<file path="src/verilog/axi3_pkg.sv">
package axi3_pkg;

    // per-channel stage behaviour.
    typedef enum logic [1:0] {
        SLICE_BYPASS  = 2'd0,
        SLICE_FORWARD = 2'd1,
        SLICE_REVERSE = 2'd2,
        SLICE_FULL    = 2'd3
    } reg_slice_config_t;

    // fixed AXI3 field widths.
    localparam int AXI3_LEN_WID    = 4;
    localparam int AXI3_SIZE_WID   = 3;
    localparam int AXI3_BURST_WID  = 2;
    localparam int AXI3_LOCK_WID   = 2;
    localparam int AXI3_CACHE_WID  = 4;
    localparam int AXI3_PROT_WID   = 3;
    localparam int AXI3_QOS_WID    = 4;
    localparam int AXI3_REGION_WID = 4;
    localparam int AXI3_RESP_WID   = 2;

    // response codes.
    localparam logic [AXI3_RESP_WID-1:0] AXI3_RESP_OKAY   = 2'b00;
    localparam logic [AXI3_RESP_WID-1:0] AXI3_RESP_SLVERR = 2'b10;

    // registered modes hold the peripheral in reset one edge longer.
    function automatic int reset_pipe_stages(input reg_slice_config_t cfg);
        case (cfg)
            SLICE_BYPASS,
            SLICE_REVERSE: return 0;
            default:       return 1;
        endcase
    endfunction

endpackage : axi3_pkg

</file>
<file path="src/verilog/axi_channel_slice.sv">
`timescale 1ns/1ps

module axi_channel_slice
    import axi3_pkg::*;
#(
    parameter int                PAYLOAD_WID = 8,
    parameter reg_slice_config_t CONFIG      = SLICE_FULL
) (
    input  logic                   aclk,
    input  logic                   rst_n,
    input  logic                   in_valid,
    output logic                   in_ready,
    input  logic [PAYLOAD_WID-1:0] in_data,
    output logic                   out_valid,
    input  logic                   out_ready,
    output logic [PAYLOAD_WID-1:0] out_data
);

    generate
        if (CONFIG == SLICE_BYPASS) begin : g_bypass
            assign out_valid = in_valid;
            assign out_data  = in_data;
            assign in_ready  = out_ready;

        end else if (CONFIG == SLICE_FORWARD) begin : g_forward
            logic                   valid_q;
            logic [PAYLOAD_WID-1:0] data_q;

            // accept when the output register drains or is empty.
            assign in_ready  = out_ready || !valid_q;
            assign out_valid = valid_q;
            assign out_data  = data_q;

            always_ff @(posedge aclk or negedge rst_n) begin
                if (!rst_n) begin
                    valid_q <= 1'b0;
                end else if (in_ready) begin
                    valid_q <= in_valid;
                end
            end

            always_ff @(posedge aclk) begin
                if (in_ready && in_valid) begin
                    data_q <= in_data;
                end
            end

        end else if (CONFIG == SLICE_REVERSE) begin : g_reverse
            logic                   ready_q;
            logic [PAYLOAD_WID-1:0] skid_q;

            // low ready means the skid register holds a beat.
            assign in_ready  = ready_q;
            assign out_valid = in_valid || !ready_q;
            assign out_data  = ready_q ? in_data : skid_q;

            always_ff @(posedge aclk or negedge rst_n) begin
                if (!rst_n) begin
                    ready_q <= 1'b1;
                end else if (!ready_q) begin
                    if (out_ready) begin
                        ready_q <= 1'b1;
                    end
                end else if (in_valid && !out_ready) begin
                    ready_q <= 1'b0;
                end
            end

            always_ff @(posedge aclk) begin
                if (ready_q && in_valid && !out_ready) begin
                    skid_q <= in_data;
                end
            end

        end else begin : g_full
            logic [1:0]             count_q;
            logic [1:0]             count_d;
            logic                   valid_q;
            logic                   ready_q;
            logic [PAYLOAD_WID-1:0] main_q;
            logic [PAYLOAD_WID-1:0] skid_q;
            logic                   push;
            logic                   pop;

            assign in_ready  = ready_q;
            assign out_valid = valid_q;
            assign out_data  = main_q;

            assign push = in_valid && ready_q;
            assign pop  = valid_q && out_ready;

            always_comb begin
                case ({push, pop})
                    2'b10:   count_d = count_q + 2'd1;
                    2'b01:   count_d = count_q - 2'd1;
                    default: count_d = count_q;
                endcase
            end

            // valid and ready come straight from flops.
            always_ff @(posedge aclk or negedge rst_n) begin
                if (!rst_n) begin
                    count_q <= 2'd0;
                    valid_q <= 1'b0;
                    ready_q <= 1'b1;
                end else begin
                    count_q <= count_d;
                    valid_q <= (count_d != 2'd0);
                    ready_q <= (count_d != 2'd2);
                end
            end

            // main feeds the output, skid takes the second entry.
            always_ff @(posedge aclk) begin
                if (push && (count_q == 2'd0 || pop)) begin
                    main_q <= in_data;
                end else if (pop && count_q == 2'd2) begin
                    main_q <= skid_q;
                end
                if (push && !pop && count_q == 2'd1) begin
                    skid_q <= in_data;
                end
            end
        end
    endgenerate

endmodule : axi_channel_slice

</file>
<file path="src/verilog/reset_pipe.sv">
`timescale 1ns/1ps

module reset_pipe #(
    parameter int STAGES = 1
) (
    input  logic aclk,
    input  logic rst_n,
    output logic rst_out
);

    generate
        if (STAGES == 0) begin : g_wire
            assign rst_out = rst_n;

        end else begin : g_chain
            logic [STAGES-1:0] chain_q;

            // assert at once, release after STAGES edges.
            always_ff @(posedge aclk or negedge rst_n) begin
                if (!rst_n) begin
                    chain_q <= '0;
                end else begin
                    chain_q[0] <= 1'b1;
                    for (int i = 1; i < STAGES; i++) begin
                        chain_q[i] <= chain_q[i-1];
                    end
                end
            end

            assign rst_out = chain_q[STAGES-1];
        end
    endgenerate

endmodule : reset_pipe

</file>
<file path="src/verilog/axi3_reg_slice.sv">
`timescale 1ns/1ps

module axi3_reg_slice
    import axi3_pkg::*;
#(
    parameter int                ADDR_WID      = 32,
    parameter int                DATA_BYTE_WID = 4,
    parameter int                ID_WID        = 4,
    parameter int                USER_WID      = 1,
    parameter reg_slice_config_t CONFIG        = SLICE_FULL
) (
    input  logic                       aclk,
    input  logic                       rst_n,

    input  logic [ID_WID-1:0]          s_axi_awid,
    input  logic [ADDR_WID-1:0]        s_axi_awaddr,
    input  logic [AXI3_LEN_WID-1:0]    s_axi_awlen,
    input  logic [AXI3_SIZE_WID-1:0]   s_axi_awsize,
    input  logic [AXI3_BURST_WID-1:0]  s_axi_awburst,
    input  logic [AXI3_LOCK_WID-1:0]   s_axi_awlock,
    input  logic [AXI3_CACHE_WID-1:0]  s_axi_awcache,
    input  logic [AXI3_PROT_WID-1:0]   s_axi_awprot,
    input  logic [AXI3_REGION_WID-1:0] s_axi_awregion,
    input  logic [AXI3_QOS_WID-1:0]    s_axi_awqos,
    input  logic [USER_WID-1:0]        s_axi_awuser,
    input  logic                       s_axi_awvalid,
    output logic                       s_axi_awready,
    input  logic [ID_WID-1:0]          s_axi_wid,
    input  logic [DATA_BYTE_WID*8-1:0] s_axi_wdata,
    input  logic [DATA_BYTE_WID-1:0]   s_axi_wstrb,
    input  logic                       s_axi_wlast,
    input  logic [USER_WID-1:0]        s_axi_wuser,
    input  logic                       s_axi_wvalid,
    output logic                       s_axi_wready,
    output logic [ID_WID-1:0]          s_axi_bid,
    output logic [AXI3_RESP_WID-1:0]   s_axi_bresp,
    output logic [USER_WID-1:0]        s_axi_buser,
    output logic                       s_axi_bvalid,
    input  logic                       s_axi_bready,
    input  logic [ID_WID-1:0]          s_axi_arid,
    input  logic [ADDR_WID-1:0]        s_axi_araddr,
    input  logic [AXI3_LEN_WID-1:0]    s_axi_arlen,
    input  logic [AXI3_SIZE_WID-1:0]   s_axi_arsize,
    input  logic [AXI3_BURST_WID-1:0]  s_axi_arburst,
    input  logic [AXI3_LOCK_WID-1:0]   s_axi_arlock,
    input  logic [AXI3_CACHE_WID-1:0]  s_axi_arcache,
    input  logic [AXI3_PROT_WID-1:0]   s_axi_arprot,
    input  logic [AXI3_REGION_WID-1:0] s_axi_arregion,
    input  logic [AXI3_QOS_WID-1:0]    s_axi_arqos,
    input  logic [USER_WID-1:0]        s_axi_aruser,
    input  logic                       s_axi_arvalid,
    output logic                       s_axi_arready,
    output logic [ID_WID-1:0]          s_axi_rid,
    output logic [DATA_BYTE_WID*8-1:0] s_axi_rdata,
    output logic [AXI3_RESP_WID-1:0]   s_axi_rresp,
    output logic                       s_axi_rlast,
    output logic [USER_WID-1:0]        s_axi_ruser,
    output logic                       s_axi_rvalid,
    input  logic                       s_axi_rready,

    output logic [ID_WID-1:0]          m_axi_awid,
    output logic [ADDR_WID-1:0]        m_axi_awaddr,
    output logic [AXI3_LEN_WID-1:0]    m_axi_awlen,
    output logic [AXI3_SIZE_WID-1:0]   m_axi_awsize,
    output logic [AXI3_BURST_WID-1:0]  m_axi_awburst,
    output logic [AXI3_LOCK_WID-1:0]   m_axi_awlock,
    output logic [AXI3_CACHE_WID-1:0]  m_axi_awcache,
    output logic [AXI3_PROT_WID-1:0]   m_axi_awprot,
    output logic [AXI3_REGION_WID-1:0] m_axi_awregion,
    output logic [AXI3_QOS_WID-1:0]    m_axi_awqos,
    output logic [USER_WID-1:0]        m_axi_awuser,
    output logic                       m_axi_awvalid,
    input  logic                       m_axi_awready,
    output logic [ID_WID-1:0]          m_axi_wid,
    output logic [DATA_BYTE_WID*8-1:0] m_axi_wdata,
    output logic [DATA_BYTE_WID-1:0]   m_axi_wstrb,
    output logic                       m_axi_wlast,
    output logic [USER_WID-1:0]        m_axi_wuser,
    output logic                       m_axi_wvalid,
    input  logic                       m_axi_wready,
    input  logic [ID_WID-1:0]          m_axi_bid,
    input  logic [AXI3_RESP_WID-1:0]   m_axi_bresp,
    input  logic [USER_WID-1:0]        m_axi_buser,
    input  logic                       m_axi_bvalid,
    output logic                       m_axi_bready,
    output logic [ID_WID-1:0]          m_axi_arid,
    output logic [ADDR_WID-1:0]        m_axi_araddr,
    output logic [AXI3_LEN_WID-1:0]    m_axi_arlen,
    output logic [AXI3_SIZE_WID-1:0]   m_axi_arsize,
    output logic [AXI3_BURST_WID-1:0]  m_axi_arburst,
    output logic [AXI3_LOCK_WID-1:0]   m_axi_arlock,
    output logic [AXI3_CACHE_WID-1:0]  m_axi_arcache,
    output logic [AXI3_PROT_WID-1:0]   m_axi_arprot,
    output logic [AXI3_REGION_WID-1:0] m_axi_arregion,
    output logic [AXI3_QOS_WID-1:0]    m_axi_arqos,
    output logic [USER_WID-1:0]        m_axi_aruser,
    output logic                       m_axi_arvalid,
    input  logic                       m_axi_arready,
    input  logic [ID_WID-1:0]          m_axi_rid,
    input  logic [DATA_BYTE_WID*8-1:0] m_axi_rdata,
    input  logic [AXI3_RESP_WID-1:0]   m_axi_rresp,
    input  logic                       m_axi_rlast,
    input  logic [USER_WID-1:0]        m_axi_ruser,
    input  logic                       m_axi_rvalid,
    output logic                       m_axi_rready,

    output logic                       m_rst_n
);

    localparam int DATA_WID = DATA_BYTE_WID * 8;

    // payload widths, in packing order.
    localparam int ADDR_CH_WID = ID_WID + ADDR_WID + AXI3_LEN_WID + AXI3_SIZE_WID
                               + AXI3_BURST_WID + AXI3_LOCK_WID + AXI3_CACHE_WID
                               + AXI3_PROT_WID + AXI3_REGION_WID + AXI3_QOS_WID + USER_WID;
    localparam int W_CH_WID = ID_WID + DATA_WID + DATA_BYTE_WID + 1 + USER_WID;
    localparam int B_CH_WID = ID_WID + AXI3_RESP_WID + USER_WID;
    localparam int R_CH_WID = ID_WID + DATA_WID + AXI3_RESP_WID + 1 + USER_WID;

    logic [ADDR_CH_WID-1:0] aw_in;
    logic [ADDR_CH_WID-1:0] aw_out;
    logic [W_CH_WID-1:0]    w_in;
    logic [W_CH_WID-1:0]    w_out;
    logic [B_CH_WID-1:0]    b_in;
    logic [B_CH_WID-1:0]    b_out;
    logic [ADDR_CH_WID-1:0] ar_in;
    logic [ADDR_CH_WID-1:0] ar_out;
    logic [R_CH_WID-1:0]    r_in;
    logic [R_CH_WID-1:0]    r_out;

    // controller to peripheral.
    assign aw_in = {s_axi_awid, s_axi_awaddr, s_axi_awlen, s_axi_awsize, s_axi_awburst,
                    s_axi_awlock, s_axi_awcache, s_axi_awprot, s_axi_awregion,
                    s_axi_awqos, s_axi_awuser};
    assign {m_axi_awid, m_axi_awaddr, m_axi_awlen, m_axi_awsize, m_axi_awburst,
            m_axi_awlock, m_axi_awcache, m_axi_awprot, m_axi_awregion,
            m_axi_awqos, m_axi_awuser} = aw_out;

    assign w_in = {s_axi_wid, s_axi_wdata, s_axi_wstrb, s_axi_wlast, s_axi_wuser};
    assign {m_axi_wid, m_axi_wdata, m_axi_wstrb, m_axi_wlast, m_axi_wuser} = w_out;

    assign ar_in = {s_axi_arid, s_axi_araddr, s_axi_arlen, s_axi_arsize, s_axi_arburst,
                    s_axi_arlock, s_axi_arcache, s_axi_arprot, s_axi_arregion,
                    s_axi_arqos, s_axi_aruser};
    assign {m_axi_arid, m_axi_araddr, m_axi_arlen, m_axi_arsize, m_axi_arburst,
            m_axi_arlock, m_axi_arcache, m_axi_arprot, m_axi_arregion,
            m_axi_arqos, m_axi_aruser} = ar_out;

    // peripheral to controller.
    assign b_in = {m_axi_bid, m_axi_bresp, m_axi_buser};
    assign {s_axi_bid, s_axi_bresp, s_axi_buser} = b_out;

    assign r_in = {m_axi_rid, m_axi_rdata, m_axi_rresp, m_axi_rlast, m_axi_ruser};
    assign {s_axi_rid, s_axi_rdata, s_axi_rresp, s_axi_rlast, s_axi_ruser} = r_out;

    axi_channel_slice #(
        .PAYLOAD_WID ( ADDR_CH_WID ),
        .CONFIG      ( CONFIG )
    ) u_aw (
        .aclk      ( aclk ),
        .rst_n     ( rst_n ),
        .in_valid  ( s_axi_awvalid ),
        .in_ready  ( s_axi_awready ),
        .in_data   ( aw_in ),
        .out_valid ( m_axi_awvalid ),
        .out_ready ( m_axi_awready ),
        .out_data  ( aw_out )
    );

    axi_channel_slice #(
        .PAYLOAD_WID ( W_CH_WID ),
        .CONFIG      ( CONFIG )
    ) u_w (
        .aclk      ( aclk ),
        .rst_n     ( rst_n ),
        .in_valid  ( s_axi_wvalid ),
        .in_ready  ( s_axi_wready ),
        .in_data   ( w_in ),
        .out_valid ( m_axi_wvalid ),
        .out_ready ( m_axi_wready ),
        .out_data  ( w_out )
    );

    axi_channel_slice #(
        .PAYLOAD_WID ( B_CH_WID ),
        .CONFIG      ( CONFIG )
    ) u_b (
        .aclk      ( aclk ),
        .rst_n     ( rst_n ),
        .in_valid  ( m_axi_bvalid ),
        .in_ready  ( m_axi_bready ),
        .in_data   ( b_in ),
        .out_valid ( s_axi_bvalid ),
        .out_ready ( s_axi_bready ),
        .out_data  ( b_out )
    );

    axi_channel_slice #(
        .PAYLOAD_WID ( ADDR_CH_WID ),
        .CONFIG      ( CONFIG )
    ) u_ar (
        .aclk      ( aclk ),
        .rst_n     ( rst_n ),
        .in_valid  ( s_axi_arvalid ),
        .in_ready  ( s_axi_arready ),
        .in_data   ( ar_in ),
        .out_valid ( m_axi_arvalid ),
        .out_ready ( m_axi_arready ),
        .out_data  ( ar_out )
    );

    axi_channel_slice #(
        .PAYLOAD_WID ( R_CH_WID ),
        .CONFIG      ( CONFIG )
    ) u_r (
        .aclk      ( aclk ),
        .rst_n     ( rst_n ),
        .in_valid  ( m_axi_rvalid ),
        .in_ready  ( m_axi_rready ),
        .in_data   ( r_in ),
        .out_valid ( s_axi_rvalid ),
        .out_ready ( s_axi_rready ),
        .out_data  ( r_out )
    );

    // peripheral leaves reset once the stages are ready.
    reset_pipe #(
        .STAGES ( reset_pipe_stages(CONFIG) )
    ) u_rst (
        .aclk    ( aclk ),
        .rst_n   ( rst_n ),
        .rst_out ( m_rst_n )
    );

endmodule : axi3_reg_slice

</file>
<file path="config.mk">
export PLATFORM = sky130hd
export DESIGN_NAME = axi3_reg_slice
export DESIGN_NICKNAME = d
export VERILOG_FILES = /design/src/verilog/axi3_pkg.sv /design/src/verilog/axi_channel_slice.sv /design/src/verilog/reset_pipe.sv /design/src/verilog/axi3_reg_slice.sv
export SDC_FILE = /design/constraint.sdc
export NUM_CORES = 1
export LEC_CHECK = 0
export BUFFER_PORTS_ARGS = -buffer_cell sky130_fd_sc_hd__buf_2
export CAP_MARGIN = 20
export CORE_MARGIN = 1
export CORE_UTILIZATION = 25
export CTS_BUF_LIST = sky130_fd_sc_hd__clkbuf_2 sky130_fd_sc_hd__clkbuf_4 sky130_fd_sc_hd__clkbuf_8
export DETAILED_ROUTE_END_ITERATION = 7
export PLACE_DENSITY = 0.54
export RECOVER_POWER = 25
export REMOVE_ABC_BUFFERS = 1
export SYNTH_ARGS = -nofsm -noshare
export SYNTH_HDL_FRONTEND = slang
export SYNTH_SLANG_ARGS = --single-unit
</file>
<file path="constraint.sdc">
create_clock -name aclk -period 4 [get_ports aclk]
set_clock_uncertainty 0.05 [all_clocks]
set_input_delay 1 -clock aclk [delete_from_list [all_inputs] [get_ports aclk]]
set_output_delay 1 -clock aclk [all_outputs]
set_load 0.01 [all_outputs]
</file>
==> qor.txt <==
RSZ-0062 raised after global routing -> no
Pleak -> 8.03 nW
Setup TNS -> 0 ps
Die H -> 263 um
# DRC -> 0
WL/cell -> 17.1 um
Gate Count Post-Synth -> 828
Max_cap viols -> 0
Hold crit path type -> reg -> reg
Gpl congestion -> 0.762
Final HPWL DP -> 26600 um
Antenna viol nets, final -> 0
Post-CTS Setup Repair Bufs -> 0
Crit-path max FO -> 35
Setup Viol. Count Final -> 0
R2R cell count -> 5
Tmin final -> 2510 ps
Post-cts sizing count -> 0
Clock share of power -> 28.4%
Register area share after synthesis -> 78.7%
VDD IR max -> 333 uV
First-pass DRT Iterations -> 4
Crit path arrival time -> 2750 ps
Worst R2R Start -> u_w.in_ready
Max-Slew Margin vs Limit -> 3.42%
Switching power -> 4.49 mW
R2r setup slk -> 1490 ps
Share of layout cells above drive strength 1 -> 50.9%
PD cells -> 692 mW/mm2
CTS max path bufs -> 3
Post-Syn Area -> 0.0171 mm2
CTS root buf -> clkbuf_8
Final Hold Viols -> 0
Synthesis Warnings -> 0
Crit path required time -> 4240 ps
Reg area -> 0.0134 mm2
Final core occ -> 32.5%
Status -> finished, final reports clean
FP Rows -> 95
DIE WIDTH -> 263 um
Worst-Skew Late Latency -> 660 ps
Initial cell density of the core -> 25.3%
Area taken by multi-input logic gates -> 0.00337 mm2
Startpoint types -> register
Clock Sinks -> 451
R2r endpoint -> u_w.out_data[26]
CTS Hold Buffers Added -> 0
Netlist cell types -> 33
Hold path cells -> 1
CTS tree -> built
WS Path Type -> reg -> reg
I/O Buffers -> 452
Hold endpoint -> u_w.out_data[38]
CTS buffer count -> 80
Ports -> 453
Vias in the first global route -> 10048
Sequential cell fraction of total power -> 46.1%
Design Power -> 15.1 mW
Filler cells -> 6641
Core area -> 0.0674 mm2
Grt total ovfl -> 0
Largest net degree at the start of global routing -> 64
CTS H-Tree Depth -> 3
Vias -> 9277
Post-layout nets -> 1603
Area Overhead vs Synth -> 28.1%
Vias per Instance -> 4.06
Antenna violations before repair -> 5
Avg Cell Area, Syn -> 20.6 um2
Gr usage total -> 11.0%
Min Hold Slack -> 469 ps
Clk pin slew, worst setup/hold paths -> 60 ps
Max Clk Rate -> 0.399 GHz
Sw frac -> 29.7%
Initial DRC Count -> 397
Global-route wire length before repair -> 59200 um
CP Capture Type -> register
Least-Margin Pin Slew -> 1450 ps
Total Wirelength -> 39100 um
Fin. max-slew vios -> 0
Hold Crit Start -> u_w.g_full.skid_q[38]
Internal -> 10.6 mW
Final worst path period share -> 62.7%
Combinational power share -> 25.5%
#FFs+latches synth -> 451
Die footprint -> 0.0694 mm2
cell usage in the layout (no fill, tap or decap), types with 3 or more instances in the layout:
cell | netlist | layout
a211oi_1 | 8 | 8
and2_0 | 0 | 4
and2_2 | 0 | 4
buf_12 | 0 | 5
buf_2 | 6 | 346
buf_4 | 0 | 8
clkbuf_1 | 1 | 105
clkbuf_4 | 0 | 32
clkbuf_8 | 0 | 83
clkinv_1 | 0 | 15
clkinv_2 | 0 | 5
dfrtp_1 | 16 | 16
dfstp_2 | 5 | 3
edfxtp_1 | 430 | 430
ha_1 | 25 | 25
inv_1 | 21 | 21
inv_8 | 0 | 3
mux2_2 | 208 | 206
mux2_4 | 10 | 10
nand2_1 | 14 | 12
nand2b_1 | 6 | 6
nor2_1 | 12 | 12
nor2b_1 | 6 | 6
nor3_1 | 3 | 3
o21a_1 | 4 | 4
o21ai_0 | 4 | 4
or2_2 | 3 | 3
or3_1 | 3 | 3
state kept, by name, summed over array words and instances (netlist names), 7 cells and up:
register / flops
u_aw.g_full.skid_q: 63
u_ar.out_data: 63
u_aw.out_data: 63
u_r.out_data: 40
u_r.g_full.skid_q: 40
u_w.g_full.skid_q: 42
u_w.out_data: 42
u_b.g_full.skid_q: 7
u_ar.g_full.skid_q: 63
u_b.out_data: 7
metal layers:
layer	vias to the layer above	wire, um	global-route usage (%)
li1	4289	-	-
met1	4555	15200	12.2
met2	330	19000	18.4
met3	97	3700	5.02
met4	6	1200	4.33
met5	-	31	0
logic make-up after synthesis:
kind of cell	Yosys count	synth area share (%)
simple gates	63	1.98
other cells	1	0.0220
mux	219	14.6
flops	451	78.7
buf+inv	45	1.78
compound gates	24	1.04
fa+ha+maj	25	1.83
stage by stage:
step,instances,area (um2),setup WS [ps]
after floorplan,804,16900,-657
after detailed placement,2142,20400,1040
after CTS,2285,22000,1450
after global placement,2142,20400,1050
after global routing,2285,21900,1310
final,2286,21900,1490
synth_stat cells, drive strengths merged:
| cell | number | area, um2 |
|---|---|---|
| nor2b | 6 | 37.5 |
| o21ai | 6 | 45.1 |
| dfrtp | 16 | 400 |
| conb | 1 | 3.75 |
| o22ai | 2 | 12.5 |
| and2 | 11 | 71.3 |
| inv | 21 | 78.8 |
| a21oi | 1 | 5.00 |
| mux2i | 1 | 10.0 |
| buf | 23 | 221 |
| nor2 | 12 | 45.0 |
| dfstp | 5 | 131 |
| o21a | 4 | 30.0 |
| nand3b | 2 | 15.0 |
| nor3 | 3 | 15.0 |
| nand2b | 6 | 37.5 |
| nor4bb | 1 | 10.0 |
| nand2 | 14 | 52.6 |
| a21o | 1 | 7.51 |
| a211oi | 8 | 60.1 |
| edfxtp | 430 | 12900 |
| o2bb2ai | 2 | 17.5 |
| mux2 | 218 | 2490 |
| or2 | 3 | 18.8 |
| nor4b | 2 | 17.5 |
| or3 | 3 | 18.8 |
| clkbuf | 1 | 3.75 |
| ha | 25 | 313 |
cell type report:
class / instances / area share [%]
clock inverter: 28 / 0.989
sequential: 451 / 61.4
tap: 873 / 4.99
timing repair buffer: 465 / 10.5
antenna: 1 / 0.0114
inverter: 21 / 0.360
multi-input combinational: 332 / 15.4
clock buffer: 115 / 6.32
worst max-delay path, cell delays in order (launching register included):
cell and delay, ps:
dfstp_1 550, nand2_1 90, inv_1 120, nor2_1 60
o2bb2ai_1 700, buf_4 560
worst max-delay path by stage:
| stage | slack (ps) | start | endpoint |
|---|---|---|---|
| global route | 1310 | u_w.in_ready | u_w.out_data[33] |
| detailed placement | 1040 | m_axi_arready | u_ar.out_data[53] |
| floorplan | -660 | m_axi_arready | u_ar.out_data[0] |
| CTS | 1450 | u_r.out_data[35] | s_axi_rdata[31] |
| global placement | 1050 | m_axi_arready | u_ar.out_data[42] |
| finish | 1490 | u_w.in_ready | u_w.out_data[26] |
power by group through the flow:
| stage | clock network [mW] | logic [mW] | registers (mW) |
|---|---|---|---|
| CTS | 4.49 | 4.00 | 7.00 |
| global placement | 0 | 3.92 | 7.07 |
| finish | 4.30 | 3.85 | 6.98 |
| detailed placement | 0 | 3.99 | 7.08 |
| global route | 4.67 | 4.19 | 7.09 |
| floorplan | 0 | 1.88 | 7.53 |
Power figures use the tool's default switching activity.
